===== src/qsic_defines.svh =====
////////////////////
// widths, window base, table size, offset granule and settle depth
// for the qbus slave and load table
////////////////////
`ifndef QSIC_DEFINES_SVH
`define QSIC_DEFINES_SVH

// bus widths
`define QSIC_DAL_W          22      // data/address lines
`define QSIC_DATA_W         16      // bus data word
`define QSIC_IOADDR_W       13      // decoded i/o page address

// load table window, top 16 words of the i/o page, only with bs7
`define QSIC_LT_BASE        13'o17740
`define QSIC_LT_ENTRIES     8       // pack entries, 3-bit drive select

// translation
`define QSIC_LBA_W          32      // storage block address
`define QSIC_DRV_LBA_W      13      // drive block number
`define QSIC_OFFSET_SHIFT   13      // offset counted in 8192-block units

// extra din stages before reply, lets the cable settle
`define QSIC_SETTLE         1

`endif


===== src/qsic_pkg.sv =====
////////////////////
// shared packed structs for bus strobes, dal controls,
// load table entries and translation request/result
////////////////////
`include "qsic_defines.svh"
`default_nettype none

package qsic_pkg;

   // synchronized receive strobes
   typedef struct packed {
      logic sync;
      logic din;
      logic dout;
   } bus_rx_t;

   // transceiver controls
   typedef struct packed {
      logic be;   // drive bdal
      logic st;   // latch output data
      logic tx;   // level shifters toward the bus
   } dal_ctl_t;

   // one disk pack entry
   typedef struct packed {
      logic                    en;      // pack loaded
      logic [1:0]              dev;     // storage device
      logic [`QSIC_DATA_W-1:0] offset;  // in granules
   } lt_entry_t;

   // drive side request
   typedef struct packed {
      logic [$clog2(`QSIC_LT_ENTRIES)-1:0] sel;  // drive select
      logic [`QSIC_DRV_LBA_W-1:0]          blk;  // block on that drive
   } xlate_cmd_t;

   // translation result
   typedef struct packed {
      logic [`QSIC_LBA_W-1:0] lba;  // block on the storage device
      logic [1:0]             dev;
      logic                   ok;   // pack loaded and device ready
   } xlate_rsp_t;

endpackage

`default_nettype wire


===== src/sync_chain.sv =====
////////////////////
// two-flop synchronizer, payload type as parameter
////////////////////
`default_nettype none

module sync_chain #(
   parameter type T = logic
) (
   input  wire logic clk20,
   input  wire logic rst_n,
   input  wire T     d,      // async input
   output T          q       // in clk20
);

   T meta;   // first stage, may go metastable

   always_ff @(posedge clk20) begin
      if (!rst_n) begin
         meta <= '0;
         q    <= '0;
      end else begin
         meta <= d;
         q    <= meta;
      end
   end

endmodule

`default_nettype wire


===== src/qbus_slave_ctl.sv =====
////////////////////
// qbus slave control, address capture, window decode
// and the dati/dato reply sequencer
////////////////////
`include "qsic_defines.svh"
`default_nettype none

module qbus_slave_ctl
   import qsic_pkg::*;
(
   input  wire logic                    clk20,
   input  wire logic                    rst_n,
   input  wire bus_rx_t                 rx,         // already synchronized
   input  wire logic [`QSIC_DAL_W-1:0]  dal_in,
   input  wire logic                    bs7,
   input  wire logic                    wtbt,
   output logic                         trply,
   output dal_ctl_t                     dal_ctl,
   output logic [`QSIC_DAL_W-1:0]       dal_out,
   output logic [3:0]                   reg_idx,    // word within the window
   output logic                         reg_wr,
   output logic [`QSIC_DATA_W-1:0]      reg_wdata,
   input  wire logic [`QSIC_DATA_W-1:0] reg_rdata
);

   localparam int DAL_W  = `QSIC_DAL_W;
   localparam int SETTLE = `QSIC_SETTLE;
   localparam logic [`QSIC_IOADDR_W-1:0] LT_BASE = `QSIC_LT_BASE;

   logic                      sync_d;     // last rx.sync
   logic                      dout_d;     // last rx.dout
   logic [SETTLE-1:0]         din_hist;   // din delayed for settling
   logic [`QSIC_IOADDR_W-1:1] addr_q;     // word address, byte bit dropped
   logic                      bs7_q;
   logic                      wr_q;       // wtbt at address time, a write cycle
   logic                      sync_rise;
   logic                      dout_rise;
   logic                      in_cyc;
   logic                      win_hit;
   logic                      match;
   logic                      rd_go;
   logic                      rd_settled;

   assign sync_rise = rx.sync & ~sync_d;
   assign dout_rise = rx.dout & ~dout_d;
   assign in_cyc    = rx.sync & sync_d;   // addr_q valid from the clock after the rise

   // 16 words = 32 bytes, so bits 12..5 pick the window
   assign win_hit = addr_q[`QSIC_IOADDR_W-1:5] == LT_BASE[`QSIC_IOADDR_W-1:5];
   assign match   = in_cyc & bs7_q & win_hit;

   assign rd_go      = match & rx.din;                 // start tx
   assign rd_settled = rd_go & din_hist[SETTLE-1];     // din held long enough
   assign reg_idx    = addr_q[4:1];

   // edge history and cycle flags
   always_ff @(posedge clk20) begin
      if (!rst_n) begin
         sync_d   <= 1'b0;
         dout_d   <= 1'b0;
         din_hist <= '0;
         bs7_q    <= 1'b0;
         wr_q     <= 1'b0;
      end else begin
         sync_d   <= rx.sync;
         dout_d   <= rx.dout;
         din_hist <= SETTLE'({din_hist, rx.din});   // shift in, oldest falls off
         if (sync_rise) begin
            bs7_q <= bs7;
            wr_q  <= wtbt;
         end
      end
   end

   // address held steady by the master around sync
   always_ff @(posedge clk20) begin
      if (sync_rise) begin
         addr_q <= dal_in[`QSIC_IOADDR_W-1:1];
      end
   end

   // reply sequencer
   // tx first, be/st/trply follow once din has settled
   always_ff @(posedge clk20) begin
      if (!rst_n) begin
         trply   <= 1'b0;
         dal_ctl <= '0;
         reg_wr  <= 1'b0;
      end else begin
         dal_ctl.tx <= rd_go;
         dal_ctl.be <= rd_settled;
         dal_ctl.st <= rd_settled;
         trply      <= rd_settled | (match & rx.dout);   // dato replies as long as dout
         reg_wr     <= match & dout_rise & wr_q;         // one strobe per dato
      end
   end

   // data paths
   always_ff @(posedge clk20) begin
      reg_wdata <= dal_in[`QSIC_DATA_W-1:0];            // lines up with reg_wr
      dal_out   <= rd_go ? DAL_W'(reg_rdata) : '0;       // zero-extended word
   end

endmodule

`default_nettype wire


===== src/load_table.sv =====
////////////////////
// disk pack load table, bus access and reset contents
// plus the loaded vector and one lookup port
////////////////////
`include "qsic_defines.svh"
`default_nettype none

module load_table
   import qsic_pkg::*;
(
   input  wire logic                                 clk20,
   input  wire logic                                 rst_n,
   input  wire logic [3:0]                           reg_idx,
   input  wire logic                                 reg_wr,
   input  wire logic [`QSIC_DATA_W-1:0]              reg_wdata,
   output logic [`QSIC_DATA_W-1:0]                   reg_rdata,
   input  wire logic [3:0]                           dev_ready,   // one per device
   input  wire logic [$clog2(`QSIC_LT_ENTRIES)-1:0]  lt_sel,
   output lt_entry_t                                 lt_entry,
   output logic [`QSIC_LT_ENTRIES-1:0]               loaded
);

   localparam int ENTRIES = `QSIC_LT_ENTRIES;
   localparam int DATA_W  = `QSIC_DATA_W;

   // power-up packs, offsets in granules
   localparam lt_entry_t RST_TBL [ENTRIES] = '{
      '{en: 1'b1, dev: 2'd0, offset: 16'h0010},
      '{en: 1'b1, dev: 2'd2, offset: 16'h0000},   // ramdisk
      '{en: 1'b1, dev: 2'd0, offset: 16'h0012},
      '{en: 1'b1, dev: 2'd0, offset: 16'h0013},
      '{en: 1'b1, dev: 2'd0, offset: 16'h0014},
      '{en: 1'b0, dev: 2'd0, offset: 16'h0015},
      '{en: 1'b0, dev: 2'd0, offset: 16'h0016},
      '{en: 1'b1, dev: 2'd2, offset: 16'h0001}    // ramdisk
   };

   lt_entry_t                      tbl [ENTRIES];
   logic [$clog2(ENTRIES)-1:0]     widx;   // entry for the bus word
   lt_entry_t                      rent;

   // even word = control, odd word = offset
   assign widx = reg_idx[3:1];
   assign rent = tbl[widx];

   always_ff @(posedge clk20) begin
      if (!rst_n) begin
         tbl <= RST_TBL;
      end else if (reg_wr) begin
         if (reg_idx[0]) begin
            tbl[widx].offset <= reg_wdata;
         end else begin
            tbl[widx].en  <= reg_wdata[DATA_W-1];   // bit 15
            tbl[widx].dev <= reg_wdata[1:0];
         end
      end
   end

   // control word reads back only bit 15 and 1..0
   always_comb begin
      if (reg_idx[0]) begin
         reg_rdata = rent.offset;
      end else begin
         reg_rdata = {rent.en, {(DATA_W-3){1'b0}}, rent.dev};
      end
   end

   // pack counts as loaded when enabled and its device is up
   always_comb begin
      for (int i = 0; i < ENTRIES; i++) begin
         loaded[i] = tbl[i].en & dev_ready[tbl[i].dev];
      end
   end

   assign lt_entry = tbl[lt_sel];   // lookup for the translator

endmodule

`default_nettype wire


===== src/block_xlate.sv =====
////////////////////
// four-phase translation responder
// drive select + block to storage block address
////////////////////
`include "qsic_defines.svh"
`default_nettype none

module block_xlate
   import qsic_pkg::*;
(
   input  wire logic                                 clk20,
   input  wire logic                                 rst_n,
   input  wire logic                                 xlate_req,
   input  wire xlate_cmd_t                           xlate_cmd,
   output logic                                      xlate_ack,
   output xlate_rsp_t                                xlate_rsp,
   output logic [$clog2(`QSIC_LT_ENTRIES)-1:0]       lt_sel,
   input  wire lt_entry_t                            lt_entry,
   input  wire logic [`QSIC_LT_ENTRIES-1:0]          loaded
);

   localparam int LBA_W = `QSIC_LBA_W;

   logic             sel_ok;   // lookup matches the current command
   logic             take;     // latch result, raise ack
   logic [LBA_W-1:0] lba_n;

   // ack comes the clock after req when the command was already up a clock earlier,
   // otherwise one clock later while lt_sel catches up
   assign sel_ok = (lt_sel == xlate_cmd.sel);
   assign take   = xlate_req & ~xlate_ack & sel_ok;

   assign lba_n = LBA_W'(xlate_cmd.blk)
                + (LBA_W'(lt_entry.offset) << `QSIC_OFFSET_SHIFT);

   // select register feeds the table lookup
   always_ff @(posedge clk20) begin
      if (!rst_n) begin
         lt_sel <= '0;
      end else begin
         lt_sel <= xlate_cmd.sel;
      end
   end

   // handshake
   always_ff @(posedge clk20) begin
      if (!rst_n) begin
         xlate_ack <= 1'b0;
      end else if (take) begin
         xlate_ack <= 1'b1;
      end else if (!xlate_req) begin
         xlate_ack <= 1'b0;   // phase 4, req gone
      end
   end

   // result held as long as ack
   always_ff @(posedge clk20) begin
      if (take) begin
         xlate_rsp.lba <= lba_n;
         xlate_rsp.dev <= lt_entry.dev;
         xlate_rsp.ok  <= loaded[lt_sel];   // enable already folded in
      end
   end

endmodule

`default_nettype wire


===== src/qsic_top.sv =====
////////////////////
// qbus slave top, synchronizers, slave control,
// load table and block translator
////////////////////
`include "qsic_defines.svh"
`default_nettype none

module qsic_top
   import qsic_pkg::*;
(
   input  wire logic                                clk20,
   input  wire logic                                rst_n,
   input  wire bus_rx_t                             bus_rx,      // raw strobes
   input  wire logic [`QSIC_DAL_W-1:0]              dal_in,
   input  wire logic                                bs7,
   input  wire logic                                wtbt,
   input  wire logic [3:0]                          dev_ready,   // async
   output wire logic                                trply,
   output wire dal_ctl_t                            dal_ctl,
   output wire logic [`QSIC_DAL_W-1:0]              dal_out,
   input  wire logic                                xlate_req,
   input  wire xlate_cmd_t                          xlate_cmd,
   output wire logic                                xlate_ack,
   output wire xlate_rsp_t                          xlate_rsp,
   output wire logic [`QSIC_LT_ENTRIES-1:0]         loaded
);

   wire bus_rx_t                              rx_s;      // strobes in clk20
   wire logic [3:0]                           rdy_s;
   wire logic [3:0]                           reg_idx;
   wire logic                                 reg_wr;
   wire logic [`QSIC_DATA_W-1:0]              reg_wdata;
   wire logic [`QSIC_DATA_W-1:0]              reg_rdata;
   wire logic [$clog2(`QSIC_LT_ENTRIES)-1:0]  lt_sel;
   wire lt_entry_t                            lt_entry;

   sync_chain #(.T(bus_rx_t)) u_rx_sync (
      .clk20 (clk20),
      .rst_n (rst_n),
      .d     (bus_rx),
      .q     (rx_s)
   );

   sync_chain #(.T(logic [3:0])) u_rdy_sync (
      .clk20 (clk20),
      .rst_n (rst_n),
      .d     (dev_ready),
      .q     (rdy_s)
   );

   qbus_slave_ctl u_ctl (
      .clk20     (clk20),
      .rst_n     (rst_n),
      .rx        (rx_s),
      .dal_in    (dal_in),
      .bs7       (bs7),
      .wtbt      (wtbt),
      .trply     (trply),
      .dal_ctl   (dal_ctl),
      .dal_out   (dal_out),
      .reg_idx   (reg_idx),
      .reg_wr    (reg_wr),
      .reg_wdata (reg_wdata),
      .reg_rdata (reg_rdata)
   );

   load_table u_lt (
      .clk20     (clk20),
      .rst_n     (rst_n),
      .reg_idx   (reg_idx),
      .reg_wr    (reg_wr),
      .reg_wdata (reg_wdata),
      .reg_rdata (reg_rdata),
      .dev_ready (rdy_s),
      .lt_sel    (lt_sel),
      .lt_entry  (lt_entry),
      .loaded    (loaded)
   );

   block_xlate u_xlate (
      .clk20     (clk20),
      .rst_n     (rst_n),
      .xlate_req (xlate_req),
      .xlate_cmd (xlate_cmd),
      .xlate_ack (xlate_ack),
      .xlate_rsp (xlate_rsp),
      .lt_sel    (lt_sel),
      .lt_entry  (lt_entry),
      .loaded    (loaded)
   );

endmodule

`default_nettype wire


===== config.mk =====
export PLATFORM = sky130hd
export DESIGN_NAME = qsic_top
export DESIGN_NICKNAME = d
export VERILOG_FILES = /design/src/qsic_pkg.sv /design/src/sync_chain.sv /design/src/qbus_slave_ctl.sv /design/src/load_table.sv /design/src/block_xlate.sv /design/src/qsic_top.sv
export VERILOG_INCLUDE_DIRS = /design/src
export SDC_FILE = /design/constraint.sdc
export NUM_CORES = 1
export LEC_CHECK = 0
export BUFFER_PORTS_ARGS = -buffer_cell sky130_fd_sc_hd__buf_2
export CAP_MARGIN = 25
export CORE_MARGIN = 3
export CORE_UTILIZATION = 53
export DETAILED_ROUTE_END_ITERATION = 8
export MAX_ROUTING_LAYER = met4
export PLACE_DENSITY = 0.73
export SLEW_MARGIN = 20
export SYNTH_ARGS = -nofsm -noshare
export SYNTH_HDL_FRONTEND = slang
export SYNTH_HIERARCHICAL = 1
export SYNTH_SLANG_ARGS = --single-unit

===== constraint.sdc =====
create_clock -name clk20 -period 3.9 [get_ports clk20]
set_input_delay 0.39 -clock clk20 [delete_from_list [all_inputs] [get_ports clk20]]
set_output_delay 0.39 -clock clk20 [all_outputs]
set_load 0.05 [all_outputs]

==> impl_metrics.ini <==
[worst_setup_path]
path_cells = and3_1 > buf_4 > nand3_1 > nand2_1 > a21boi_0
cpMaxStageDelayCell = nand3_1
end_kind = flip-flop
crit_path_end = u_lt/tbl[2]$_SDFFE_PN0P_
reg2reg_depth = 5
cp-start-kind = flip-flop
crit_path_max_incr_delay_ns = 0.83
path_class = reg2reg
rr_endpoint = u_lt/tbl[2]$_SDFFE_PN0P_
critPathLaunch = u_ctl/addr_q[2]$_DFFE_PP_
worstPathRequired_ns = 4.31
r2r_start = u_ctl/addr_q[2]$_DFFE_PP_
r2r_slack_ns = 1.25
path_max_fanout = 16
critPathArrivalTime_ns = 3.06

[clock_tree]
cts-root-buf = clkbuf_16
cts_buffers = 27
cts_tree = done
cts_buffer_depth = 3
htree_levels = 1
cts.sinks = 255
path_clk_slew_ns = 0.06
clkLatencyLatePin_ns = 0.54

[power_and_ir_drop]
netSwitchingFraction = 0.220
p_seq_frac = 0.487
switchingPower_mw = 1.25
vdd_drop_max_v = 0.000375
p_per_area_nw_per_um2 = 437
pwr-share-clk = 0.465
p_int_mw = 4.42
comb_power_share = 0.048
p_leak_nw = 4.76

[timing]
fin_crit_ns = 2.65
rsz0062_at_grt = no
finalSetupViolCount = 0
period_share = 0.680
max_freq_mhz = 377
worst_pin_slew_ns = 1.08
fin_hold_ws_ns = 0.0236
slew_headroom = 0.275
setup_ws_ns = 1.25
slew_viol_final = 0
tns_ns = 0
fin_worst_skew_ns = 0.0133
finalHoldViolations = 0

[placement]
place_ws_ns = 1.31
place_area_um2 = 11900
io_buffers = 104
gp_congestion = 0.892
dp_hpwl_um = 19000

[detailed_routing]
drt_iter0_markers = 1096
dr.pass1.iters = 6
vias = 8867
ant_nets = 0
drc_errors = 0
routed_via_density = 6.05
drt-total-wl_um = 31000
wl_per_cell_um = 21.2

[cells_and_area]
regArea_um2 = 5550
drive_above_1_share = 0.227
syn_to_final_growth_pct = 14.4
multi_input_area_um2 = 5200
fin_nets = 1226
antenna_cells = 0
final_util = 0.628
final_area_um2 = 13000
fillers = 1678

[worst_hold_path]
min_from = xlate_cmd[4]
hold_path.class = in2reg

[global_route]
grt_max_degree = 108
grt_remaining_overflow = 0
grt_pass1_vias = 8625
grt_pass1_wl_um = 47900
grt_util_all_layers = 0.266
antenna_found_initial = 0

[die]
die_w_um = 152
start_util = 0.550
core_um2 = 20600
io_pins = 120
num_rows = 52
die_height_um = 152
dieArea_um2 = 23200

[yosys]
yosysWarnings = 6
syn_area_um2 = 11300
avgSynthCellArea_um2 = 10.3
netlist_instances = 1099

[flow_run]
drv_cap = 0

[status]
outcome = complete, no violations
[state kept, by name (all words and copies together), names as in the netlist]
signal / cells
u_ctl/dal_out: 16
u_xlate/xlate_rsp: 32
u_rdy_sync/meta: 4
u_lt/tbl: 152
u_ctl/wr_q: 1
u_ctl/bs7_q: 1
u_ctl/reg_wdata: 16
u_ctl/reg_wr: 1
u_ctl/sync_d: 1
u_ctl/din_hist: 1
u_rx_sync/meta: 3
u_rx_sync/q: 3
u_ctl/dout_d: 1
u_ctl/trply: 1
u_xlate/xlate_ack: 1
u_ctl/dal_ctl: 2
u_ctl/addr_q: 12
u_xlate/lt_sel: 3
u_rdy_sync/q: 4
[final cells by class]
cell class / count / share of cell area
flip-flops and latches: 255 / 0.428
multi-input cells: 734 / 0.401
repair buffers: 155 / 0.0728
clock buffers: 40 / 0.0614
well taps: 270 / 0.0261
clock inverters: 9 / 0.00956
inverters: 3 / 0.000869
[worst min path at each step]
stage / to / slack [ns] / cells past startpoint
6_report: u_xlate/xlate_rsp[7]$_DFFE_PP_ / 0.02 / 1
5_1_grt: u_xlate/xlate_rsp[8]$_DFFE_PP_ / 0.007 / 1
4_1_cts: u_xlate/xlate_rsp[7]$_DFFE_PP_ / 0.007 / 1
3_5_place_dp: u_rdy_sync/q[2]$_SDFF_PN0_ / 0.41 / 1
3_3_place_gp: u_rdy_sync/q[2]$_SDFF_PN0_ / 0.41 / 1
2_1_floorplan: u_rdy_sync/q[2]$_SDFF_PN0_ / 0.41 / 1
[routing by layer]
layer | vias to the layer above | track usage | wire (um)
li1 | 4006 | - | -
met1 | 4304 | 0.353 | 12600
met2 | 483 | 0.425 | 14500
met3 | 74 | 0.0346 | 2890
met4 | 0 | 0.0938 | 975
met5 | - | - | 0
[layout by cell type (no fill, tap or decap), types with 3 or more instances in the layout]
cell / instances
and3_1: 17
a22oi_1: 50
nand3_1: 43
nand2_1: 281
nor2b_1: 17
inv_1: 3
nor3b_4: 3
o21ai_0: 4
edfxtp_1: 44
bufinv_16: 3
xor2_1: 3
o2bb2ai_1: 5
mux2_2: 22
and3b_1: 3
mux4_2: 47
clkbuf_1: 7
a21oi_1: 4
buf_2: 103
buf_4: 37
a21boi_1: 35
dlygate4sd3_1: 15
dfxtp_1: 209
and3_2: 9
clkbuf_8: 5
and2_1: 32
a22o_1: 3
mux2i_1: 26
a21boi_0: 84
clkinv_2: 5
a41oi_1: 12
nor2_1: 4
conb_1: 9
clkbuf_16: 28
[power by group through the flow]
| stage | clock network [mW] | registers [mW] | logic [mW] |
|---|---|---|---|
| 2_1_floorplan | 0 | 2.81 | 0.191 |
| 3_3_place_gp | 0 | 2.82 | 0.258 |
| 3_5_place_dp | 0 | 2.82 | 0.262 |
| 4_1_cts | 2.68 | 2.76 | 0.274 |
| 5_1_grt | 2.79 | 2.76 | 0.290 |
| 6_report | 2.63 | 2.76 | 0.274 |
[critical path: cells and delay by family, from the launching register on]
family / cells / cell delay, ns
AND/OR/NAND/NOR: 3 / 1.35
flip-flops: 1 / 0.75
buffers and inverters: 1 / 0.28
AO/OA/AOI/OAI: 1 / 0.14
[repair_timing]
| action | 4_1_cts | 5_1_grt |
|---|---|---|
| endpoints found under the hold margin | 15 | 0 |
| hold buffers | 15 | 0 |
| gates resized for setup | 0 | 0 |
| buffers inserted | 0 | 0 |
[through the flow]
step / cells / total power, mW
final: 1466 / 5.67
after global routing: 1466 / 5.85
after CTS: 1466 / 5.72
after detailed placement: 1402 / 3.08
after global placement: 1402 / 3.07
after floorplan: 1106 / 3.00
No activity file was read; power rests on OpenSTA's default activity.
